`config.mk`:
```
export PLATFORM = sky130hd
export DESIGN_NAME = csr_bridge
export DESIGN_NICKNAME = d
export VERILOG_FILES = /design/src/verilog/soc_bus_pkg.sv /design/src/verilog/soc_map_pkg.sv /design/src/verilog/csr_bridge.sv
export SDC_FILE = /design/constraint.sdc
export NUM_CORES = 1
export LEC_CHECK = 0
export BUFFER_PORTS_ARGS = -buffer_cell sky130_fd_sc_hd__buf_2
export CAP_MARGIN = 20
export CORE_MARGIN = 3
export CORE_UTILIZATION = 25
export DETAILED_ROUTE_END_ITERATION = 6
export PLACE_DENSITY = 0.62
export SLEW_MARGIN = 20
export SYNTH_ARGS = -nofsm -noshare
export SYNTH_HDL_FRONTEND = slang
export SYNTH_SLANG_ARGS = --single-unit
export TNS_END_PERCENT = 5
```
`constraint.sdc`:
```
create_clock -name sys_clk -period 5.3 [get_ports sys_clk]
set_input_delay 1.06 -clock sys_clk [delete_from_list [all_inputs] [get_ports sys_clk]]
set_output_delay 1.06 -clock sys_clk [all_outputs]
set_load 0.01 [all_outputs]
```
`src/verilog/soc_bus_pkg.sv`:
```
package soc_bus_pkg;

	// --------------------
	// Wishbone widths
	// --------------------
	localparam int WB_ADR_WIDTH = 32;
	localparam int WB_DATA_WIDTH = 32;
	// One select line per byte lane
	localparam int WB_SEL_WIDTH = WB_DATA_WIDTH / 8;

	// CSR address splits into bank and register
	localparam int CSR_BANK_WIDTH = 4;
	localparam int CSR_REG_WIDTH = 10;
	localparam int CSR_ADR_WIDTH = CSR_BANK_WIDTH + CSR_REG_WIDTH;

	typedef logic [WB_ADR_WIDTH-1:0] wb_adr_t;
	typedef logic [WB_DATA_WIDTH-1:0] wb_data_t;
	typedef logic [WB_SEL_WIDTH-1:0] wb_sel_t;

	// Master to slave
	typedef struct packed {
		wb_adr_t adr;
		wb_data_t dat;
		wb_sel_t sel;
		logic we;
		logic cyc;
		logic stb;
	} wb_req_t;

	// Slave to master
	typedef struct packed {
		wb_data_t dat;
		logic ack;
	} wb_rsp_t;

	typedef logic [CSR_ADR_WIDTH-1:0] csr_adr_t;
	typedef logic [CSR_BANK_WIDTH-1:0] csr_bank_t;
	typedef logic [CSR_REG_WIDTH-1:0] csr_reg_t;

	// Bridge to CSR slaves, no handshake
	typedef struct packed {
		csr_adr_t adr;
		logic we;
		wb_data_t dat;
	} csr_req_t;

endpackage

```
`src/verilog/soc_map_pkg.sv`:
```
package soc_map_pkg;

	// --------------------
	// Address map
	// --------------------
	// Top 3 address bits pick the region
	localparam int REGION_LSB = 29;
	localparam soc_bus_pkg::wb_adr_t BRAM_BASE = 32'h2000_0000;
	localparam soc_bus_pkg::wb_adr_t CSR_BASE = 32'h8000_0000;

	typedef enum logic [2:0] {
		REGION_NONE = 3'b000,
		REGION_BRAM = BRAM_BASE[31:REGION_LSB],
		REGION_CSR = CSR_BASE[31:REGION_LSB]
	} region_e;

	// Read back from every unpopulated region
	localparam soc_bus_pkg::wb_data_t STUB_WORD = 32'habadface;

	// --------------------
	// CSR banks
	// --------------------
	localparam soc_bus_pkg::csr_bank_t SYSCTL_BANK = 4'd1;

	// System controller registers, word index within the bank
	typedef enum logic [9:0] {
		REG_GPIO_IN = 10'd0,
		REG_GPIO_OUT = 10'd1,
		REG_IRQ_EN = 10'd2,
		REG_IRQ_PENDING = 10'd3,
		REG_SYSTEM_ID = 10'd4,
		REG_HARD_RESET = 10'd5
	} sysctl_reg_e;

	// Wishbone to CSR bridge sequence
	typedef enum logic [1:0] {
		CSR_IDLE,
		CSR_ISSUE,
		CSR_CAPTURE,
		CSR_ACK
	} csr_state_e;

endpackage

```
`src/verilog/csr_bridge.sv`:
```
`timescale 1ns/1ns

module csr_bridge (
	input logic sys_clk,
	input logic rst_n_i,
	input soc_bus_pkg::wb_req_t wb_req_i,
	output soc_bus_pkg::wb_rsp_t wb_rsp_o,
	output soc_bus_pkg::csr_req_t csr_o,
	input soc_bus_pkg::wb_data_t csr_rdata_i
);

	import soc_bus_pkg::*;
	import soc_map_pkg::*;

	csr_state_e state_q;
	csr_state_e state_d;
	logic req_valid;
	logic csr_we_q;
	csr_adr_t csr_adr_q;
	wb_data_t csr_dat_q;
	wb_data_t rdata_q;

	assign req_valid = wb_req_i.cyc && wb_req_i.stb;

	// --------------------
	// Sequencer
	// --------------------
	// Write: issue, ack
	// Read: issue, capture, ack
	always_comb begin
		state_d = state_q;
		case (state_q)
			CSR_IDLE: if (req_valid) state_d = CSR_ISSUE;
			CSR_ISSUE: begin
				if (!req_valid) state_d = CSR_IDLE;
				else if (wb_req_i.we) state_d = CSR_ACK;
				else state_d = CSR_CAPTURE;
			end
			CSR_CAPTURE: state_d = req_valid ? CSR_ACK : CSR_IDLE;
			default: state_d = CSR_IDLE;
		endcase
	end

	always_ff @(posedge sys_clk or negedge rst_n_i) begin
		if (!rst_n_i) begin
			state_q <= CSR_IDLE;
			csr_we_q <= 1'b0;
		end else begin
			state_q <= state_d;
			// Write strobe lives only in the issue cycle
			csr_we_q <= (state_q == CSR_IDLE) && req_valid && wb_req_i.we;
		end
	end

	// Address and write word latched as the access starts
	always_ff @(posedge sys_clk) begin
		if (state_q == CSR_IDLE && req_valid) begin
			csr_adr_q <= wb_req_i.adr[CSR_ADR_WIDTH+1:2];
			csr_dat_q <= wb_req_i.dat;
		end
		// Slaves register their read word one cycle after issue
		if (state_q == CSR_CAPTURE) begin
			rdata_q <= csr_rdata_i;
		end
	end

	assign csr_o.adr = csr_adr_q;
	assign csr_o.we = csr_we_q;
	assign csr_o.dat = csr_dat_q;

	assign wb_rsp_o.dat = rdata_q;
	assign wb_rsp_o.ack = (state_q == CSR_ACK) && req_valid;

endmodule

```
Word-level counts from Yosys, hierarchy flattened --
Cells that the tools add are included.
Word-level totals: word-level logic and storage cells 19, bits in registers 81, bits of input ports 105
Cells by class: equal/unequal tests 4, reduce and logical (&&, ||, !) cells 5, multiplexer cells 5
Operator list (number):
- 2-bit two-way mux | 3
- 2-bit case mux with 3 select lines | 1
- 2-bit == test, second input constant | 2
- 1-bit logical AND | 4
- 2-bit by 1-bit == test with 1-bit output, second input constant | 1
- 2-bit logical NOT | 1
- 2-bit != test, second input constant | 1
- 1-bit two-way mux | 1

Longest topological paths before layout --
Gate-level depths: netlist of run 1.
depth in word-level cells 3, mapped depth 2, mapped depth without buffers 2

Least setup slack after synthesis of run 1 --
No wires, ideal clock.
kind input to register, start point input wb_req_i[1] in the netlist's numbering, end point register csr_adr_q[0] (enable), setup time 506 ps, path slack 471 ps, stages 2, data required time 4794 ps, arrival time 4322 ps, path through nand2_1 -> nor3_1
On the way: word-level cells in the longest chain between the ends 2
RTL lines:
- from (decl) | RTL line csr_bridge.sv:6 | input soc_bus_pkg::wb_req_t wb_req_i,
- 1-bit logical AND | RTL line csr_bridge.sv:23 | assign req_valid = wb_req_i.cyc && wb_req_i.stb;
- 1-bit logical AND | RTL line csr_bridge.sv:57 | if (state_q == CSR_IDLE && req_valid) begin
- to (signal assigned) | RTL line csr_bridge.sv:58 | csr_adr_q <= wb_req_i.adr[CSR_ADR_WIDTH+1:2];
- to (decl) | RTL line csr_bridge.sv:19 | csr_adr_t csr_adr_q;
No other way between the ends. A chain may end at the register's enable or synchronous reset.

==> results of run 1 <==
[how the worst min path moves through the flow]
stage	startpoint	to	slack (ns)
2_1_floorplan	state_q[1]$_DFFE_PN0P_	csr_we_q$_DFF_PN0_	0.51
3_3_place_gp	state_q[1]$_DFFE_PN0P_	csr_we_q$_DFF_PN0_	0.55
3_5_place_dp	state_q[1]$_DFFE_PN0P_	csr_we_q$_DFF_PN0_	0.58
4_1_cts	rst_n_i	state_q[0]$_DFFE_PN0P_	0.48
5_1_grt	rst_n_i	csr_we_q$_DFF_PN0_	0.47
6_report	rst_n_i	csr_we_q$_DFF_PN0_	0.49
[where the power goes]
part | internal, W | switching (W)
Combinational | 0.0000353 | 0.0000387
Clock | 0.000222 | 0.000229
Sequential | 0.000727 | 0.00000576
Total | 0.000984 | 0.000274
[layer usage]
layer | up-vias | track usage [%] | share of wire, %
li1 | 708 | - | -
met1 | 741 | 11.0 | 37
met2 | 76 | 18.1 | 54
met3 | 13 | 4.29 | 7.5
met4 | 0 | 5.09 | 2.2
met5 | - | 0 | 0
[per-stage QoR]
stage	util, %	total power [W]
floorplan	-	0.000771
global placement	36.6	0.000821
detailed placement	36.6	0.000824
CTS	38.8	0.00128
global route	38.8	0.00132
finish	38.8	0.00126
[worst max-delay path: cells and delay by family]
kind | cells | cell delay [ns]
buffers and inverters | 2 | 0.23
and+or+nand+nor | 2 | 0.23
[final cells by class]
class	instances	area, µm²	area share (%)
clock buffers	9	124	3.38
clock inverters	7	76.3	2.08
multi-input cells	10	68.8	1.88
flip-flops and latches	81	2420	65.9
well taps	129	161	4.40
repair buffers	163	818	22.3
[cells by family after synthesis]
| logic type | share of synthesized area, % |
|---|---|
| buf+inv | 0.302 |
| flops | 97.1 |
| simple gates | 2.01 |
| xor+xnor | 0.352 |
| compound gates | 0.201 |
[flip-flops by register name (all words and copies together) (netlist names)]
register   cells
csr_adr_q     14
csr_dat_q     32
rdata_q       32
csr_we_q       1
state_q        2
[cells in the final DEF (no fill, tap or decap), drive strengths merged, types with 2 or more instances in the layout]
cell	netlist	layout
clkbuf	0	9
nand2	2	2
inv	0	3
buf	1	163
edfxtp	78	78
dfrtp	3	3
nor2	2	2
clkinv	0	2
==> impl_results.md, run 1 <==
- Status: finished clean
- Routability Congestion: 0.723
- Layout Cells excl Fill: 399
- Via Count: 1538
- CP required: 4.24 ns
- Worst setup SP type: primary input
- Core Footprint: 9460 µm²
- Diode count: 0
- Max Root-Sink Buffers: 2
- Max_slew headroom: 53.8%
- WHS: 0.495 ns
- Top_reg_cell synth: edfxtp_1
- Share of synthesized registers carrying an async set or reset: 3.70%
- CP cell instances: buf_2 > nand2_1 > nor2_1 > buf_2
- DP Cell Count: 383
- Post-synth top area cell: edfxtp_1
- Design Area, Final: 3670 µm²
- Cts bufs inserted: 9
- Syn. warnings: 0
- Layout cells sized above 1: 67.0%
- HP Class: primary input to asynchronous set/reset pin
- Post-Synthesis Cells: 92
- Final #Nets: 370
- PwrDens: 343 nW/µm²
- Setup bufs post-CTS: 0
- Setup violators final: 0
- CP Class: primary input to output port
- Cell mode on critical path: buf_2
- Tcrit/Tclk final: 48.7%
- Clock Pin Slew Worst Setup and Hold Paths: 0.09 ns
- Die Ht: 106 µm
- CP max-delay cell: nand2_1
- Final worst slack: 2.72 ns
- Syn_nets: 197
- Clock net sink count: 81
- Post-synth EDFFs: 78
- Global Route Usage Sum: 10.5%
- Area growth syn-to-layout: 47.3%
- Seq/Total Area, Yosys: 97.1%
- DRC Markers: 0
- CTS tree: built
- Avg Cell Area, Syn: 27.1 µm²
- H-tree Lvls: 3
- Die width: 106 µm
- Final min period: 2.58 ns
- Via-per-instance ratio: 3.85
- Area contributors post-synth: edfxtp_1, dfrtp_1, nor4b_2
- Fmax: 387 MHz
- Final hold violations: 0
- Final WL: 6.07 mm
- DRT iter0 DRCs: 51
- TritonRoute pass-1 iters: 4
- First-pass GRT wire length: 8.74 mm
- Post-CTS Resized: 0
- Reg2Reg Setup Slack: 3.74 ns
- Synthesized flop and latch total: 81
- Post-Syn Area: 2490 µm²
- Pin count of the biggest net entering global routing: 47
- Final Slew Violations: 0
- Worst r2r path cells: 1
- Io pins: 185
- WP data arrival: 1.52 ns
- IO buf count: 162
- Pre-CTS setup slack: 2.71 ns
- End point of the critical path: wb_rsp_o[0]
- Die area: 11200 µm²
- Fillers: 922
- CP Max Fanout: 5
- DP Area: 3470 µm²
- Crit path launch: wb_req_i[1]
- Initial antenna violation count: 0
- RSZ-0062 raised after global routing: false
- Clk root buf: clkbuf_8
- Leakage Power: 1.53 nW
- Setup TNS: 0 ns
- WL per Instance: 15.2 µm
- Yosys cell types: 11
- Worst skew pair latency: 0.34 ns
- Synth top cells by count: edfxtp_1, dfrtp_1, nand2_1, nor2_1
- Vias in the first global route: 1604
- CTS Hold Bufs: 0
- RR Endpoint: rdata_q[12]$_DFFE_PN_
- Most frequent cell after synthesis: edfxtp_1
- VDD IR max: 0.151 mV
- Routed Antenna Nets: 0
- Crit. End Element: output port
- Initial Util: 26.3%
- Row count: 35
- Max-cap violations: 0
- Slew @ Worst Pin: 0.693 ns
- Critical Path Max Stage Delay: 0.16 ns
- Total gr overflow: 0
- Worst r2r src: state_q[0]$_DFFE_PN0P_
- Area share of the largest cell type after synthesis: 94.1%
- Final Skew: 0.0109 ns
No activity file was read; power rests on OpenSTA's default activity.
==> run 2, diff against run 1 <==
==> constraint.sdc (replaced) <==
create_clock -name sys_clk -period 2.5 [get_ports sys_clk]
set_input_delay 0.5 -clock sys_clk [delete_from_list [all_inputs] [get_ports sys_clk]]
set_output_delay 0.5 -clock sys_clk [all_outputs]
set_load 0.01 [all_outputs]
==> impl_results.md, run 2 (synthesis results as in run 1) <==
- Worst skew pair latency: 0.33 ns (about the same)
- Top flop regs: csr_dat_q: 32 flops, rdata_q: 32 flops, csr_adr_q: 14 flops
- Routability Congestion: 0.694 (-4.1%)
- Worst r2r path cells: 1 (unchanged)
- Cts bufs inserted: 9 (unchanged)
- CP required: 2.00 ns (-2.24 ns)
- Max_slew headroom: 53.3% (-0.50 points)
- Die Ht: 106 µm (unchanged)
- Hold path depth: 1
- WHS: 0.335 ns (-0.160 ns)
- Fmax: 620 MHz
- Internal Power: 0.00229 W (+130%)
- WP data arrival: 1.11 ns (-0.41 ns)
- Worst r2r src: state_q[0]$_DFFE_PN0P_
- M1 GR Usage: 10.0% (-1.0 points)
- Via-per-instance ratio: 3.77 (-2.3%)
- Setup violators final: 0 (unchanged)
- DRT iter0 DRCs: 48 (-5.9%)
- Via Count: 1507 (-2.0%)
- HP Class: primary input to flop
- Initial Util: 26.3% (unchanged)
- Area growth syn-to-layout: 49.7%
- Crit. End Element: output port
- Core Footprint: 9460 µm² (unchanged)
- CP cell instances: nand2_1 > nor2_1 > buf_2
- Combinational power share: 5.5% (-0.4 points)
- VDD IR max: 0.297 mV (+97%)
- CP Class: flop to output port
- CTS tree: built
- Setup TNS: 0 ns (unchanged)
- RR Endpoint: rdata_q[23]$_DFFE_PN_
- Final Skew: 0.00548 ns (-0.00540 ns)
- Slew @ Worst Pin: 0.700 ns (+0.00745 ns)
- Final min period: 1.61 ns
- PwrDens: 758 nW/µm² (+120%)
- Io pins: 185 (unchanged)
- Diode count: 0 (unchanged)
- Design Power: 0.00283 W (+120%)
- Pin count of the biggest net entering global routing: 47 (unchanged)
- Commonest non-fill, non-tap cells in the layout: buf_2, edfxtp_1, clkbuf_8
- Die area: 11200 µm² (unchanged)
- CP max-delay cell: dfrtp_1
- Vias in the first global route: 1519 (-5.3%)
- Sw frac: 19.1% (-2.7 points)
- Final WL: 5.29 mm (-13%)
- RSZ-0062 raised after global routing: false
- Total gr overflow: 0 (unchanged)
- TritonRoute pass-1 iters: 4 (unchanged)
- Max-cap violations: 0 (unchanged)
- Status: finished clean
- Worst setup SP type: flop
- Die width: 106 µm (unchanged)
- Hold Startpoint: wb_req_i[7]
- IO buf count: 162 (unchanged)
- Critical Path Max Stage Delay: 0.48 ns (+0.32 ns)
- Final Core Density: 39.4% (+0.62 points)
- Global Route Usage Sum: 9.21% (-1.3 points)
- Reg2Reg Setup Slack: 0.93 ns (-2.81 ns)
- DRC Markers: 0 (unchanged)
- Initial antenna violation count: 0 (unchanged)
- Routed Antenna Nets: 0 (unchanged)
- Final hold violations: 0 (unchanged)
- Max Root-Sink Buffers: 2 (unchanged)
- Setup bufs post-CTS: 0 (unchanged)
- Row count: 35 (unchanged)
- GR Layer Usage met3: 6.25% (+2.0 points)
- Design Area, Final: 3720 µm² (+1.6%)
- Clock net sink count: 81 (unchanged)
- WL per Instance: 13.2 µm (-13%)
- Final Slew Violations: 0 (unchanged)
- Clk root buf: clkbuf_8
- Most common cell after layout, fill and taps aside: buf_2
- Met2 Use GR: 14.1% (-4.0 points)
- Clk pwr share: 39.5% (+3.6 points)
- Hold Crit Endpoint: csr_dat_q[0]$_DFFE_PP_
- DP Area: 3470 µm² (+0.18%)
- GRT busiest layer: met2
- Leakage Power: 1.55 nW (+1.4%)
- Net Sw Power: 0.000539 W (+97%)
- CP Max Fanout: 6 (+1)
- H-tree Lvls: 3 (unchanged)
- Final #Nets: 371 (+0.27%)
- Reg power frac: 55.0% (-3.3 points)
- First-pass GRT wire length: 7.78 mm (-11%)
- Tcrit/Tclk final: 64.6%
- Layout cells sized above 1: 66.8% (-0.25 points)
- Clock Pin Slew Worst Setup and Hold Paths: 0.08 ns (about the same)
## run 2: metrics by stage
step                      std cells  setup slack [ns]
after floorplan                  92             0.323
after global placement          383             0.769
after detailed placement        383             0.752
after CTS                       400             0.846
after global routing            400             0.741
final                           400             0.886
## run 2: timing repair
item / in CTS / in global routing
hold endpoints to repair: 3 / 0
hold buffers: 1 / 0
resized for setup: 0 / 0
## run 2: final cells by class
cell class	instances	area, µm²
fill	915	5730
sequential	81	2420
timing repair buffer	164	828
tap	129	161
clock buffer	10	128
clock inverter	6	115
multi-input combinational	10	75.1
## run 2: layer usage
metal,part of all wire [%],wire [µm],up-vias
met5,0,0,-
met4,0.15,8,0
met3,15,813,2
met2,45,2390,118
met1,39,2080,676
li1,-,-,711
## run 2: power by group through the flow
stage	logic (W)	registers [W]	clock network (W)
after floorplan	0.0000236	0.00161	0
after global placement	0.000154	0.00158	0
after detailed placement	0.000157	0.00159	0
after CTS	0.000158	0.00155	0.00116
after global routing	0.000170	0.00156	0.00122
final	0.000154	0.00155	0.00112
## run 2: worst max-delay path by stage
stage / slack [ns] / from / end
final: 0.89 / state_q[1]$_DFFE_PN0P_ / wb_rsp_o[0]
after floorplan: 0.32 / wb_req_i[1] / csr_adr_q[0]$_DFFE_PP_
after global placement: 0.77 / wb_req_i[1] / csr_adr_q[9]$_DFFE_PP_
after global routing: 0.74 / state_q[0]$_DFFE_PN0P_ / wb_rsp_o[0]
after CTS: 0.85 / state_q[1]$_DFFE_PN0P_ / wb_rsp_o[0]
after detailed placement: 0.75 / wb_req_i[1] / csr_dat_q[0]$_DFFE_PP_
## run 2: worst max-delay path, delay by kind of cell, from the launching register on
family                 cells  cell delay (ns)
DFF                        1             0.48
buffers and inverters      1             0.13
and+or+nand+nor            2             0.16
==> run 3, diff against run 2 <==
--- a/config.mk
+++ b/config.mk
@@ -5,6 +5,7 @@
 export SDC_FILE = /design/constraint.sdc
 export NUM_CORES = 1
 export LEC_CHECK = 0
+export ABC_AREA = 1
 export BUFFER_PORTS_ARGS = -buffer_cell sky130_fd_sc_hd__buf_2
 export CAP_MARGIN = 20
 export CORE_MARGIN = 3
==> constraint.sdc (replaced) <==
create_clock -name sys_clk -period 1.5 [get_ports sys_clk]
set_input_delay 0.3 -clock sys_clk [delete_from_list [all_inputs] [get_ports sys_clk]]
set_output_delay 0.3 -clock sys_clk [all_outputs]
set_load 0.01 [all_outputs]
==> impl_results.md, run 3 <==
- Setup bufs post-CTS: 0 (unchanged)
- Post-synth top area cell: edfxtp_1
- WL per Instance: 14.5 µm (+9.8%)
- Slew @ Worst Pin: 0.188 ns (-0.512 ns)
- IO buf count: 162 (unchanged)
- Row count: 35 (unchanged)
- CP Max Fanout: 4 (-2)
- Global Route Usage Sum: 10.7% (+1.5 points)
- DP Area: 3520 µm² (+1.4%)
- Dpl hpwl: 4.79 mm
- Top flop regs: csr_dat_q: 32 flops, rdata_q: 32 flops, csr_adr_q: 14 flops
- Initial antenna violation count: 0 (unchanged)
- Final Slew Violations: 0 (unchanged)
- DRC Markers: 0 (unchanged)
- Via Count: 1539 (+2.1%)
- Most common cell after layout, fill and taps aside: buf_2
- Max Root-Sink Buffers: 2 (unchanged)
- Cell family with most CP delay: flip-flops
- Area growth syn-to-layout: 50.6%
- CTS tree: built
- Cts bufs inserted: 9 (unchanged)
- DRT iter0 DRCs: 38 (-21%)
- TritonRoute pass-1 iters: 4 (unchanged)
- WP data arrival: 1.06 ns (-0.05 ns)
- Synthesized flop and latch total: 81 (unchanged)
- Syn_nets: 203 (+3.0%)
- Seq/Total Area, Yosys: 97.1% (about the same)
- Worst skew pair latency: 0.34 ns (about the same)
- CP Class: flop to output port
- Initial Util: 26.3% (about the same)
- Status: finished clean
- H-tree Lvls: 3 (unchanged)
- Final #Nets: 380 (+2.4%)
- First-pass GRT wire length: 8.83 mm (+13%)
- Top_reg_cell synth: edfxtp_1
- Avg Cell Area, Syn: 25.4 µm² (-6.1%)
- WHS: 0.122 ns (-0.213 ns)
- Io pins: 185 (unchanged)
- Pin count of the biggest net entering global routing: 35 (-26%)
- Via-per-instance ratio: 3.76 (-0.12%)
- Most frequent cell after synthesis: edfxtp_1
- HP Class: primary input to flop
- CP cell instances: nand2_1 > nor2_1 > buf_2
- Setup TNS: 0 ns (unchanged)
- Fmax: 734 MHz
- Leakage Power: 1.57 nW (+1.6%)
- Critical Path Max Stage Delay: 0.42 ns (-0.06 ns)
- Synth top cells by count: edfxtp_1, inv_1, nor2_1, nand2_1, dfrtp_1
- Die area: 11200 µm² (about the same)
- CP required: 1.20 ns (-0.80 ns)
- Max_slew headroom: 87.5% (+34 points)
- Post-synth EDFFs: 78 (unchanged)
- Area contributors post-synth: edfxtp_1, dfrtp_1, inv_1
- Clk root buf: clkbuf_8
- Diode count: 0 (unchanged)
- Post-Synthesis Cells: 98 (+6.5%)
- Final WL: 5.94 mm (+12%)
- Crit path buffers/inverters: 1 (unchanged)
- Core Footprint: 9460 µm² (unchanged)
- Layout Cells excl Fill: 409 (+2.3%)
- RSZ-0062 raised after global routing: false
- Final Skew: 0.00868 ns (+0.00320 ns)
- Clock Pin Slew Worst Setup and Hold Paths: 0.09 ns (about the same)
- CP max-delay cell: dfrtp_2
- Commonest non-fill, non-tap cells in the layout: buf_2, edfxtp_1, clkbuf_8
- Max-cap violations: 0 (unchanged)
- Worst setup SP type: flop
- Clock net sink count: 81 (unchanged)
- Layout cells sized above 1: 66.1% (-0.72 points)
- Crit. End Element: output port
- DP Cell Count: 392 (+2.3%)
- Routed Antenna Nets: 0 (unchanged)
- PwrDens: 1220 nW/µm² (+60%)
- Total gr overflow: 0 (unchanged)
- VDD IR max: 0.394 mV (+33%)
- Yosys cell types: 7 (-4)
- Syn. warnings: 0 (unchanged)
- Share of synthesized registers carrying an async set or reset: 3.70% (unchanged)
- Design Area, Final: 3750 µm² (+0.64%)
- Final min period: 1.36 ns
- Area share of the largest cell type after synthesis: 94.1% (about the same)
- Vias in the first global route: 1693 (+11%)
- Post-Syn Area: 2490 µm² (about the same)
- Final hold violations: 0 (unchanged)
- Die Ht: 106 µm (about the same)
- Die width: 106 µm (about the same)
- Setup violators final: 0 (unchanged)
- Routability Congestion: 0.735 (+6.0%)
- Tcrit/Tclk final: 90.8%
-- run 3: changes by cell type after synthesis, sizes merged --
| cell | previous run | this run |
|---|---|---|
| a21oi | 1 | 0 |
| and2b | 1 | 0 |
| inv | 0 | 5 |
| nand2 | 2 | 4 |
| nand2b | 1 | 0 |
| nor2 | 2 | 7 |
| nor3 | 1 | 0 |
| nor4b | 1 | 0 |
| xnor2 | 1 | 0 |
-- run 3: per-stage QoR --
stage          power, W  setup slack (ns)  util [%]
2_1_floorplan   0.00271            -0.156         -
3_3_place_gp    0.00290             0.176      37.2
3_5_place_dp    0.00291             0.149      37.2
4_1_cts         0.00464            0.0561      39.6
5_1_grt         0.00477            0.0526      39.6
6_report        0.00456             0.138      39.6
-- run 3: worst reg2reg max path: stages (launching register included) --
cell and delay, ns:
dfrtp_2 0.45, nor2_2 0.13, nand2_1 0.12, clkinvlp_4 0.12, buf_12 0.20
-- run 3: cell families (layout without fill, tap and decap cells) --
| group | Yosys count | after routing | share of synthesized area [%] |
|---|---|---|---|
| and+or+nand+nor | 11 | 11 | 1.86 |
| buffers and inverters | 6 | 188 | 1.06 |
| DFF | 81 | 81 | 97.1 |
-- run 3: final timing paths --
check | start | endpoint | slack [ns] | cells past startpoint
max in group asynchronous | rst_n_i | state_q[0]$_DFFE_PN0P_ | 1.08 | 2
worst max-delay path | state_q[0]$_DFFE_PN0P_ | wb_rsp_o[0] | 0.14 | 3
min in group asynchronous | rst_n_i | state_q[1]$_DFFE_PN0P_ | 0.30 | 2
worst min-delay path | wb_req_i[54] | csr_adr_q[13]$_DFFE_PP_ | 0.12 | 1
worst max register to register | state_q[0]$_DFFE_PN0P_ | csr_dat_q[10]$_DFFE_PP_ | 0.16 | 4
worst min register to register | state_q[1]$_DFFE_PN0P_ | state_q[1]$_DFFE_PN0P_ | 0.55 | 2
-- run 3: power breakdown --
group          leakage [nW]  switching [W]  internal [W]  total [W]
sequential            0.756      0.0000187       0.00257    0.00258
clock                 0.105       0.000768      0.000938    0.00171
combinational         0.710       0.000137      0.000135   0.000272
-- run 3: final cells by class --
cell class	instances	area (µm²)
fillers	923	5710
flip-flops and latches	81	2420
repair buffers	167	876
well taps	129	161
clock buffers	9	124
clock inverters	7	92.6
multi-input cells	11	53.8
inverters	5	22.5
-- run 3: timing repair --
| action | in CTS | in global routing |
|---|---|---|
| setup endpoints to repair | 0 | 1 |
| hold buffers | 1 | 0 |
| gates resized for setup | 0 | 1 |
| hold endpoints to repair | 3 | 0 |
-- run 3: routing by layer --
metal	GRT usage (%)	wire length [µm]	vias to the layer above	share of wire (%)
met4	4.81	132	0	2.2
li1	-	-	728	-
met1	10.8	2010	727	34
met2	19.0	3340	72	56
met3	4.41	460	12	7.7
met5	0	0	-	0
